File: config.mk
export PLATFORM = sky130hd
export DESIGN_NAME = cpu_core
export DESIGN_NICKNAME = d
export VERILOG_FILES = /design/src/cpu_pkg.sv /design/src/fetch_unit.sv /design/src/control.sv /design/src/regfile.sv /design/src/alu.sv /design/src/cpu_core.sv
export SDC_FILE = /design/constraint.sdc
export NUM_CORES = 2
export LEC_CHECK = 0
export BUFFER_PORTS_ARGS = -buffer_cell sky130_fd_sc_hd__buf_2
export CORE_AREA = 5 5 424 426
export DETAILED_ROUTE_END_ITERATION = 8
export DIE_AREA = 0 0 429 431
export GPL_TIMING_DRIVEN = 0
export RECOVER_POWER = 100
export SLEW_MARGIN = 30
export SYNTH_ARGS = -nofsm -noshare
export SYNTH_HDL_FRONTEND = slang
export SYNTH_SLANG_ARGS = --single-unit
File: constraint.sdc
create_clock -name clk -period 6.95 [get_ports clk]
set_input_delay 1.0425 -clock clk [delete_from_list [all_inputs] [get_ports clk]]
set_output_delay 1.0425 -clock clk [all_outputs]
set_load 0.05 [all_outputs]
File: src/cpu_pkg.sv
package cpu_pkg;

    // R view for the register-register and shift instructions
    typedef struct packed {
        logic [5:0] opcode;
        logic [4:0] rs;
        logic [4:0] rt;
        logic [4:0] rd;
        logic [4:0] shamt;
        logic [5:0] funct;
    } r_fields_t;

    // I view for immediates, loads, stores and branches
    typedef struct packed {
        logic [5:0]  opcode;
        logic [4:0]  rs;
        logic [4:0]  rt;
        logic [15:0] imm;
    } i_fields_t;

    typedef union packed {
        r_fields_t r;
        i_fields_t i;
    } instr_t;

    localparam logic [5:0] op_special = 6'h00;
    localparam logic [5:0] op_j       = 6'h02;
    localparam logic [5:0] op_jal     = 6'h03;
    localparam logic [5:0] op_beq     = 6'h04;
    localparam logic [5:0] op_bne     = 6'h05;
    localparam logic [5:0] op_addiu   = 6'h09;
    localparam logic [5:0] op_slti    = 6'h0a;
    localparam logic [5:0] op_sltiu   = 6'h0b;
    localparam logic [5:0] op_andi    = 6'h0c;
    localparam logic [5:0] op_ori     = 6'h0d;
    localparam logic [5:0] op_xori    = 6'h0e;
    localparam logic [5:0] op_lui     = 6'h0f;
    localparam logic [5:0] op_lw      = 6'h23;
    localparam logic [5:0] op_sw      = 6'h2b;

    localparam logic [5:0] fn_sll  = 6'h00;
    localparam logic [5:0] fn_srl  = 6'h02;
    localparam logic [5:0] fn_sra  = 6'h03;
    localparam logic [5:0] fn_jr   = 6'h08;
    localparam logic [5:0] fn_addu = 6'h21;
    localparam logic [5:0] fn_subu = 6'h23;
    localparam logic [5:0] fn_and  = 6'h24;
    localparam logic [5:0] fn_or   = 6'h25;
    localparam logic [5:0] fn_xor  = 6'h26;
    localparam logic [5:0] fn_nor  = 6'h27;
    localparam logic [5:0] fn_slt  = 6'h2a;
    localparam logic [5:0] fn_sltu = 6'h2b;

    localparam logic [3:0] alu_add  = 4'd0;
    localparam logic [3:0] alu_sub  = 4'd1;
    localparam logic [3:0] alu_slt  = 4'd2;
    localparam logic [3:0] alu_sltu = 4'd3;
    localparam logic [3:0] alu_and  = 4'd4;
    localparam logic [3:0] alu_or   = 4'd5;
    localparam logic [3:0] alu_xor  = 4'd6;
    localparam logic [3:0] alu_nor  = 4'd7;
    localparam logic [3:0] alu_sll  = 4'd8;
    localparam logic [3:0] alu_srl  = 4'd9;
    localparam logic [3:0] alu_sra  = 4'd10;
    localparam logic [3:0] alu_lui  = 4'd11;

    localparam logic [1:0] npc_seq    = 2'd0;
    localparam logic [1:0] npc_branch = 2'd1;
    localparam logic [1:0] npc_jump   = 2'd2;
    localparam logic [1:0] npc_reg    = 2'd3;

    // Operand and destination selections between control and the core
    localparam logic [1:0] asel_rs    = 2'd0;
    localparam logic [1:0] asel_rt    = 2'd1;
    localparam logic [1:0] asel_pc    = 2'd2;
    localparam logic [1:0] bsel_rt    = 2'd0;
    localparam logic [1:0] bsel_imm   = 2'd1;
    localparam logic [1:0] bsel_eight = 2'd2;
    localparam logic [1:0] bsel_shamt = 2'd3;
    localparam logic [1:0] wsel_rd    = 2'd0;
    localparam logic [1:0] wsel_rt    = 2'd1;
    localparam logic [1:0] wsel_r31   = 2'd2;

    localparam logic [31:0] reset_vector = 32'hbfc00000;

endpackage

File: src/fetch_unit.sv
module fetch_unit (
    input  logic             clk,
    input  logic             reset,
    input  logic [1:0]       npc_sel,
    input  cpu_pkg::instr_t  inst_id,
    input  logic [31:0]      rs_data,
    output logic [31:0]      pc_if,
    output logic [31:0]      inst_sram_addr
);

    logic [31:0] branch_offset;
    logic [31:0] branch_target;
    logic [31:0] jump_target;
    logic [31:0] next_pc;

    // pc_if already holds the delay-slot PC when the branch sits in decode
    assign branch_offset = {{14{inst_id.i.imm[15]}}, inst_id.i.imm, 2'b00};
    assign branch_target = pc_if + branch_offset;
    assign jump_target   = {pc_if[31:28], inst_id[25:0], 2'b00};

    always_comb begin
        case (npc_sel)
            cpu_pkg::npc_branch: next_pc = branch_target;
            cpu_pkg::npc_jump:   next_pc = jump_target;
            cpu_pkg::npc_reg:    next_pc = rs_data;
            default:             next_pc = pc_if + 32'd4;
        endcase
    end

    // Held one word early so the first fetch after reset hits the vector
    always_ff @(posedge clk) begin
        if (reset) begin
            pc_if <= cpu_pkg::reset_vector - 32'd4;
        end else begin
            pc_if <= next_pc;
        end
    end

    // kseg0 and kseg1 both fold onto the low 512 MB
    assign inst_sram_addr = {3'b000, next_pc[28:0]};

endmodule

File: src/control.sv
module control (
    input  cpu_pkg::instr_t inst,
    input  logic            valid_id,
    input  logic            rs_eq_rt,
    output logic [1:0]      npc_sel,
    output logic [3:0]      alu_op,
    output logic [1:0]      alu_a_sel,
    output logic [1:0]      alu_b_sel,
    output logic            imm_zero_ext,
    output logic            mem_read,
    output logic            mem_write,
    output logic            reg_write,
    output logic [1:0]      wb_addr_sel,
    output logic            wb_from_mem
);

    always_comb begin
        npc_sel      = cpu_pkg::npc_seq;
        alu_op       = cpu_pkg::alu_add;
        alu_a_sel    = cpu_pkg::asel_rs;
        alu_b_sel    = cpu_pkg::bsel_imm;
        imm_zero_ext = 1'b0;
        mem_read     = 1'b0;
        mem_write    = 1'b0;
        reg_write    = 1'b0;
        wb_addr_sel  = cpu_pkg::wsel_rt;
        wb_from_mem  = 1'b0;

        case (inst.r.opcode)
            cpu_pkg::op_special: begin
                alu_b_sel   = cpu_pkg::bsel_rt;
                wb_addr_sel = cpu_pkg::wsel_rd;
                reg_write   = 1'b1;
                case (inst.r.funct)
                    cpu_pkg::fn_addu: alu_op = cpu_pkg::alu_add;
                    cpu_pkg::fn_subu: alu_op = cpu_pkg::alu_sub;
                    cpu_pkg::fn_slt:  alu_op = cpu_pkg::alu_slt;
                    cpu_pkg::fn_sltu: alu_op = cpu_pkg::alu_sltu;
                    cpu_pkg::fn_and:  alu_op = cpu_pkg::alu_and;
                    cpu_pkg::fn_or:   alu_op = cpu_pkg::alu_or;
                    cpu_pkg::fn_xor:  alu_op = cpu_pkg::alu_xor;
                    cpu_pkg::fn_nor:  alu_op = cpu_pkg::alu_nor;
                    cpu_pkg::fn_sll, cpu_pkg::fn_srl, cpu_pkg::fn_sra: begin
                        alu_a_sel = cpu_pkg::asel_rt; // Value from rt, amount from shamt
                        alu_b_sel = cpu_pkg::bsel_shamt;
                        if (inst.r.funct == cpu_pkg::fn_sll) begin
                            alu_op = cpu_pkg::alu_sll;
                        end else if (inst.r.funct == cpu_pkg::fn_srl) begin
                            alu_op = cpu_pkg::alu_srl;
                        end else begin
                            alu_op = cpu_pkg::alu_sra;
                        end
                    end
                    cpu_pkg::fn_jr: begin
                        reg_write = 1'b0;
                        if (valid_id) npc_sel = cpu_pkg::npc_reg;
                    end
                    default: reg_write = 1'b0; // Unknown funct writes nothing
                endcase
            end
            cpu_pkg::op_addiu: reg_write = 1'b1;
            cpu_pkg::op_slti: begin
                alu_op    = cpu_pkg::alu_slt;
                reg_write = 1'b1;
            end
            cpu_pkg::op_sltiu: begin
                alu_op    = cpu_pkg::alu_sltu;
                reg_write = 1'b1;
            end
            cpu_pkg::op_andi, cpu_pkg::op_ori, cpu_pkg::op_xori: begin
                imm_zero_ext = 1'b1;
                reg_write    = 1'b1;
                if (inst.i.opcode == cpu_pkg::op_andi) begin
                    alu_op = cpu_pkg::alu_and;
                end else if (inst.i.opcode == cpu_pkg::op_ori) begin
                    alu_op = cpu_pkg::alu_or;
                end else begin
                    alu_op = cpu_pkg::alu_xor;
                end
            end
            cpu_pkg::op_lui: begin
                alu_op    = cpu_pkg::alu_lui;
                reg_write = 1'b1;
            end
            cpu_pkg::op_lw: begin
                mem_read    = 1'b1;
                reg_write   = 1'b1;
                wb_from_mem = 1'b1;
            end
            cpu_pkg::op_sw: mem_write = 1'b1;
            cpu_pkg::op_beq: if (valid_id && rs_eq_rt) npc_sel = cpu_pkg::npc_branch;
            cpu_pkg::op_bne: if (valid_id && !rs_eq_rt) npc_sel = cpu_pkg::npc_branch;
            cpu_pkg::op_j:   if (valid_id) npc_sel = cpu_pkg::npc_jump;
            cpu_pkg::op_jal: begin
                if (valid_id) npc_sel = cpu_pkg::npc_jump;
                alu_a_sel   = cpu_pkg::asel_pc; // Link value is pc + 8
                alu_b_sel   = cpu_pkg::bsel_eight;
                reg_write   = 1'b1;
                wb_addr_sel = cpu_pkg::wsel_r31;
            end
            default: ;
        endcase
    end

endmodule

File: src/regfile.sv
module regfile (
    input  logic        clk,
    input  logic [4:0]  raddr1,
    output logic [31:0] rdata1,
    input  logic [4:0]  raddr2,
    output logic [31:0] rdata2,
    input  logic        we,
    input  logic [4:0]  waddr,
    input  logic [31:0] wdata
);

    logic [31:0] regs [32];

    always_ff @(posedge clk) begin
        if (we && waddr != 5'd0) begin
            regs[waddr] <= wdata;
        end
    end

    // Writeback in the same cycle is visible to decode
    always_comb begin
        if (raddr1 == 5'd0) begin
            rdata1 = 32'd0;
        end else if (we && waddr == raddr1) begin
            rdata1 = wdata;
        end else begin
            rdata1 = regs[raddr1];
        end
    end

    always_comb begin
        if (raddr2 == 5'd0) begin
            rdata2 = 32'd0;
        end else if (we && waddr == raddr2) begin
            rdata2 = wdata;
        end else begin
            rdata2 = regs[raddr2];
        end
    end

endmodule

File: src/alu.sv
module alu (
    input  logic [3:0]  op,
    input  logic [31:0] a,
    input  logic [31:0] b,
    output logic [31:0] result
);

    logic [4:0] shift_amount;

    assign shift_amount = b[4:0]; // Shifts move a by the low bits of b

    always_comb begin
        case (op)
            cpu_pkg::alu_add:  result = a + b;
            cpu_pkg::alu_sub:  result = a - b;
            cpu_pkg::alu_slt:  result = {31'd0, $signed(a) < $signed(b)};
            cpu_pkg::alu_sltu: result = {31'd0, a < b};
            cpu_pkg::alu_and:  result = a & b;
            cpu_pkg::alu_or:   result = a | b;
            cpu_pkg::alu_xor:  result = a ^ b;
            cpu_pkg::alu_nor:  result = ~(a | b);
            cpu_pkg::alu_sll:  result = a << shift_amount;
            cpu_pkg::alu_srl:  result = a >> shift_amount;
            cpu_pkg::alu_sra:  result = $signed(a) >>> shift_amount;
            cpu_pkg::alu_lui:  result = b << 16;
            default:           result = 32'd0;
        endcase
    end

endmodule

File: src/cpu_core.sv
module cpu_core (
    input  logic        clk,
    input  logic        reset,
    output logic [31:0] inst_sram_addr,
    input  logic [31:0] inst_sram_rdata,
    output logic        data_sram_en,
    output logic        data_sram_we,
    output logic [31:0] data_sram_addr,
    output logic [31:0] data_sram_wdata,
    input  logic [31:0] data_sram_rdata,
    output logic [31:0] debug_wb_pc,
    output logic [3:0]  debug_wb_rf_wen,
    output logic [4:0]  debug_wb_rf_wnum,
    output logic [31:0] debug_wb_rf_wdata
);

    logic            start;
    logic [31:0]     pc_if;
    logic            valid_id;
    logic [31:0]     pc_id;
    cpu_pkg::instr_t inst_id;
    logic [31:0]     rs_data_id;
    logic [31:0]     rt_data_id;
    logic [31:0]     imm_id;
    logic [4:0]      waddr_id;
    logic [1:0]      npc_sel;
    logic [3:0]      alu_op_id;
    logic [1:0]      alu_a_sel_id;
    logic [1:0]      alu_b_sel_id;
    logic [1:0]      wb_addr_sel;
    logic            imm_zero_ext;
    logic            mem_read_id;
    logic            mem_write_id;
    logic            reg_write_id;
    logic            wb_from_mem_id;

    logic            valid_ex;
    logic [31:0]     pc_ex;
    logic [31:0]     rs_ex;
    logic [31:0]     rt_ex;
    logic [31:0]     imm_ex;
    logic [4:0]      shamt_ex;
    logic [3:0]      alu_op_ex;
    logic [1:0]      alu_a_sel_ex;
    logic [1:0]      alu_b_sel_ex;
    logic            mem_read_ex;
    logic            mem_write_ex;
    logic            reg_write_ex;
    logic            wb_from_mem_ex;
    logic [4:0]      waddr_ex;
    logic [31:0]     alu_a;
    logic [31:0]     alu_b;
    logic [31:0]     alu_result;

    logic            valid_mem;
    logic [31:0]     pc_mem;
    logic [31:0]     alu_result_mem;
    logic            reg_write_mem;
    logic            wb_from_mem_mem;
    logic [4:0]      waddr_mem;

    logic            valid_wb;
    logic [31:0]     pc_wb;
    logic [31:0]     alu_result_wb;
    logic [31:0]     mem_rdata_wb;
    logic            reg_write_wb;
    logic            wb_from_mem_wb;
    logic [4:0]      waddr_wb;
    logic [31:0]     wdata_wb;
    logic            rf_we;

    fetch_unit u_fetch (
        .clk            (clk),
        .reset          (reset),
        .npc_sel        (npc_sel),
        .inst_id        (inst_id),
        .rs_data        (rs_data_id),
        .pc_if          (pc_if),
        .inst_sram_addr (inst_sram_addr)
    );

    control u_control (
        .inst         (inst_id),
        .valid_id     (valid_id),
        .rs_eq_rt     (rs_data_id == rt_data_id),
        .npc_sel      (npc_sel),
        .alu_op       (alu_op_id),
        .alu_a_sel    (alu_a_sel_id),
        .alu_b_sel    (alu_b_sel_id),
        .imm_zero_ext (imm_zero_ext),
        .mem_read     (mem_read_id),
        .mem_write    (mem_write_id),
        .reg_write    (reg_write_id),
        .wb_addr_sel  (wb_addr_sel),
        .wb_from_mem  (wb_from_mem_id)
    );

    regfile u_regfile (
        .clk    (clk),
        .raddr1 (inst_id.r.rs),
        .rdata1 (rs_data_id),
        .raddr2 (inst_id.r.rt),
        .rdata2 (rt_data_id),
        .we     (rf_we),
        .waddr  (waddr_wb),
        .wdata  (wdata_wb)
    );

    alu u_alu (
        .op     (alu_op_ex),
        .a      (alu_a),
        .b      (alu_b),
        .result (alu_result)
    );

    // start doubles as the fetch-stage valid bit
    always_ff @(posedge clk) begin
        if (reset) begin
            start     <= 1'b0;
            valid_id  <= 1'b0;
            valid_ex  <= 1'b0;
            valid_mem <= 1'b0;
            valid_wb  <= 1'b0;
        end else begin
            start     <= 1'b1;
            valid_id  <= start;
            valid_ex  <= valid_id;
            valid_mem <= valid_ex;
            valid_wb  <= valid_mem;
        end
    end

    assign imm_id = imm_zero_ext ? {16'd0, inst_id.i.imm} : {{16{inst_id.i.imm[15]}}, inst_id.i.imm};

    always_comb begin
        case (wb_addr_sel)
            cpu_pkg::wsel_rd:  waddr_id = inst_id.r.rd;
            cpu_pkg::wsel_r31: waddr_id = 5'd31;
            default:           waddr_id = inst_id.r.rt;
        endcase
    end

    always_ff @(posedge clk) begin
        pc_id          <= pc_if;
        inst_id        <= inst_sram_rdata;
        pc_ex          <= pc_id;
        rs_ex          <= rs_data_id;
        rt_ex          <= rt_data_id;
        imm_ex         <= imm_id;
        shamt_ex       <= inst_id.r.shamt;
        alu_op_ex      <= alu_op_id;
        alu_a_sel_ex   <= alu_a_sel_id;
        alu_b_sel_ex   <= alu_b_sel_id;
        mem_read_ex    <= mem_read_id;
        mem_write_ex   <= mem_write_id;
        reg_write_ex   <= reg_write_id;
        wb_from_mem_ex <= wb_from_mem_id;
        waddr_ex       <= waddr_id;
    end

    always_comb begin
        case (alu_a_sel_ex)
            cpu_pkg::asel_rt: alu_a = rt_ex;
            cpu_pkg::asel_pc: alu_a = pc_ex;
            default:          alu_a = rs_ex;
        endcase
        case (alu_b_sel_ex)
            cpu_pkg::bsel_rt:    alu_b = rt_ex;
            cpu_pkg::bsel_eight: alu_b = 32'd8;
            cpu_pkg::bsel_shamt: alu_b = {27'd0, shamt_ex};
            default:             alu_b = imm_ex;
        endcase
    end

    // Load data comes back while the instruction sits in memory
    assign data_sram_en    = valid_ex & (mem_read_ex | mem_write_ex);
    assign data_sram_we    = valid_ex & mem_write_ex;
    assign data_sram_addr  = {3'b000, alu_result[28:0]};
    assign data_sram_wdata = rt_ex;

    always_ff @(posedge clk) begin
        pc_mem          <= pc_ex;
        alu_result_mem  <= alu_result;
        reg_write_mem   <= reg_write_ex;
        wb_from_mem_mem <= wb_from_mem_ex;
        waddr_mem       <= waddr_ex;
        pc_wb           <= pc_mem;
        alu_result_wb   <= alu_result_mem;
        mem_rdata_wb    <= data_sram_rdata;
        reg_write_wb    <= reg_write_mem;
        wb_from_mem_wb  <= wb_from_mem_mem;
        waddr_wb        <= waddr_mem;
    end

    assign wdata_wb = wb_from_mem_wb ? mem_rdata_wb : alu_result_wb;
    assign rf_we    = valid_wb & reg_write_wb;

    assign debug_wb_pc       = pc_wb;
    assign debug_wb_rf_wen   = {4{rf_we}};
    assign debug_wb_rf_wnum  = waddr_wb;
    assign debug_wb_rf_wdata = wdata_wb;

endmodule

==> impl_metrics.yaml <==
outcome:
  status: "finished, violations left"
  violations: "capacitance limit, slew limit, setup timing"
sta:
  worst_slew_pin_slew_ns: 2.866
  finClkSkew_ns: 0.07406
  setup_slack_ns: -1.889
  rsz0062_at_grt: "true"
  finalSetupViolCount: 27
  fmax_mhz: 113.1
  fin_crit_sh_pct: 127.2
  finalHoldViolations: 0
  drv_slew: 133
  period_needed_ns: 8.839
  slew_headroom_pct: -91.07
logic_synthesis:
  synthFlopType: "edfxtp_1"
  yosysSeqAreaShare_pct: 55.65
  synth_most_common_cell: "edfxtp_1"
  yosysWarnings: 0
  synth-xor-area-share_pct: 1.117
  yosys.area.top_type_share_pct: 44.06
  synth_edf_count: 1024
  synth-compound-area-share_pct: 9.919
  async_flop_share_pct: 0
  synthTopCellsByCount: "edfxtp_1 (1,024), mux4_2 (503), dfxtp_1 (404)"
  synth_cell_types: 90
  post_synth.cell_area_avg_um2: 13.84
  synth_area_leaders: "edfxtp_1 (44%), mux4_2 (16%), dfxtp_1 (12%), mux2i_1 (2.8%), ha_1 (2.3%)"
  ys_ff_latch: 1428
  synthCells: 5044
  synth_top_family_by_area: "multiplexers"
  yosysTopAreaCell: "edfxtp_1"
  yosys.area_share.simple_pct: 6.411
  synth.cell_area_um2: 69790
  synth-adder-area-share_pct: 2.381
  muxShareOfSynthArea_pct: 20.32
route:
  ant_nets: 0
  first_pass_iters: 8
  num_vias: 55350
  vias_per_cell: 6.700
  drc: 0
  wire_per_inst_um: 40.92
  drt_iter0_drc: 8618
  routed_wl_um: 338000
grt:
  grt_use_met3_pct: 12.26
  grt_pass1_vias: 52990
  grt_busiest_layer: "met2"
  grtUsageMet1_pct: 41.29
  overflow: 0
  use_met2_pct: 53.65
  grt_pass1_wl_um: 450700
  antenna_found_initial: 26
  grt_start_max_net_pins: 37
  grtUsageTotal_pct: 35.42
final_layout:
  fillers: 14830
  area_growth_syn_to_layout_pct: 26.35
  largest_register_ffs: 1024
  multiInputGateArea_um2: 30750
  fin_area_um2: 88180
  final-seq-area_um2: 38850
  drive_gt1_share_pct: 33.63
  largest_register: "u_regfile.regs"
  num-nets-final: 5986
pwr:
  clkPwrFrac_pct: 31.9
  pwr-share-seq_pct: 40.5
  leakagePower_nw: 31.55
  irDropWorstVdd_mv: 0.2237
  p_per_area_nw_per_um2: 297.5
  swShare_pct: 34.02
  power_mw: 26.24
  power_frac_comb_pct: 27.6
  p_int_mw: 17.31
  p_switching_mw: 8.925
worst_setup_path:
  crit_arrival_ns: 7.80
  crit_path_max_incr_delay_ns: 0.37
  crit_required_ns: 5.91
  critPathSlowestCell: "fa_2"
  critPathMaxFanout: 10
  crit_type: "flip-flop to output port"
  start_kind: "flip-flop"
  cp-end-kind: "output port"
clock_tree:
  clkSinkCount: 1428
  cts_tree: "yes"
  h-tree-depth: 4
  root_buffer: "clkbuf_16"
  clock_path_buffers: 3
  clk_pin_slew_worst_paths_ns: 0.06
  holdBufCountCts: 0
  cts_made_buffers: 153
  clock_latency_ns: 0.84
place:
  gp_congestion: 1.021
  place_area_um2: 77130
  portBuffers: 230
  hpwl_um: 244000
floorplanning:
  core_um2: 175300
  initial_core_util_pct: 39.80
  fp.dieW_um: 429
  die_h_um: 431
  dieArea_um2: 184900
  fp-row-count: 154
  io_pins: 237
run:
  drv_cap: 10
min_path:
  hold_path_class: "flip-flop to flip-flop"
power by group through the flow:
stage	registers [mW]	logic (mW)	clock network, mW
floorplan	10.8	3.44	0
global placement	10.8	5.95	0
detailed placement	10.8	6.05	0
CTS	10.6	6.97	8.35
global route	10.7	7.36	8.73
finish	10.6	7.23	8.37
cells by family (layout without fill, tap and decap cells):
| kind of cell | Yosys count | in the layout |
|---|---|---|
| adder cells (fa/ha/maj) | 131 | 131 |
| multiplexers | 778 | 778 |
| flip-flops | 1428 | 1428 |
| AO/OA/AOI/OAI | 1069 | 1069 |
| buffers and inverters | 569 | 1400 |
| AND/OR/NAND/NOR | 979 | 979 |
| other | 1 | 46 |
| XOR/XNOR | 89 | 89 |
layer usage:
metal  vias up  wire length (um)
met3      1445             43340
li1      21220                 -
met5         -               432
met2      4796            146700
met1     27870            112300
met4        21             35150
worst paths after layout:
| path | endpoint | from | cells after the start | slack, ns |
|---|---|---|---|---|
| max reg2reg | u_fetch.pc_if[20] | inst_id[16] | 38 | -0.11 |
| min | pc_ex[3] | pc_id[3] | 0 | 0.32 |
| max | inst_sram_addr[24] | inst_id[16] | 39 | -1.89 |
| min reg2reg | pc_ex[3] | pc_id[3] | 0 | 0.32 |
layout by cell type, fill, tap and decap left out, types with 47 or more instances in the layout:
| master | synthesis | layout |
|---|---|---|
| clkbuf_1 | 180 | 187 |
| buf_6 | 45 | 63 |
| buf_4 | 87 | 272 |
| nand3_1 | 54 | 51 |
| edfxtp_1 | 1024 | 1024 |
| ha_1 | 128 | 111 |
| mux2i_1 | 194 | 172 |
| nand2b_1 | 56 | 55 |
| o21ai_2 | 0 | 49 |
| nor2_1 | 280 | 252 |
| dfxtp_1 | 404 | 394 |
| mux4_2 | 503 | 503 |
| o21ai_0 | 240 | 179 |
| a21oi_1 | 243 | 199 |
| buf_2 | 61 | 162 |
| buf_12 | 1 | 55 |
| inv_1 | 142 | 128 |
| buf_8 | 3 | 50 |
| nand2_1 | 356 | 344 |
| a22oi_1 | 96 | 87 |
| clkbuf_16 | 0 | 165 |
| xnor2_1 | 59 | 47 |
| buf_16 | 0 | 98 |
timing repair:
| item | 4_1_cts | 5_1_grt |
|---|---|---|
| gates resized for setup | 1034 | 114 |
| buffers inserted | 201 | 36 |
| endpoints found under the setup margin | 107 | 55 |
| gates cloned | 13 | 1 |
| pin swaps | 150 | 97 |
worst max-delay path, delay by kind of cell (launching register included):
| family | cells | cell delay (ns) |
|---|---|---|
| DFF | 1 | 0.31 |
| AOI/OAI and AO/OA | 12 | 1.71 |
| buffers and inverters | 12 | 1.99 |
| xor gates and xnor gates | 4 | 0.73 |
| and+or+nand+nor | 9 | 1.65 |
| adders and majority gates | 2 | 0.55 |
per-stage QoR:
stage	cells	hold WS (ns)	util, %	setup slack [ns]	TNS (ns)
2_1_floorplan	5081	0.3095	-	0.03468	0
3_3_place_gp	7651	0.3099	42.24	-4.810	-369.50
3_5_place_dp	7766	0.3121	43.99	-3.697	-158.67
4_1_cts	8229	0.2914	50.43	-1.658	-24.22
5_1_grt	8256	0.3152	50.29	-2.034	-35.35
6_report	8260	0.3213	50.29	-1.889	-31.75
cell type report:
cell class                      count  area share [%]
Clock buffer                      191           4.691
Multi-Input combinational cell   3084           34.87
Clock inverter                     87           1.053
Tap cell                         2340           3.320
Antenna cell                        8         0.02270
Timing Repair inverter              3         0.01703
Buffer                            380           4.684
Sequential cell                  1428           44.06
Inverter                          148          0.6654
Timing Repair Buffer              591           6.619
Note: power is estimated with default switching activity, not from simulation.
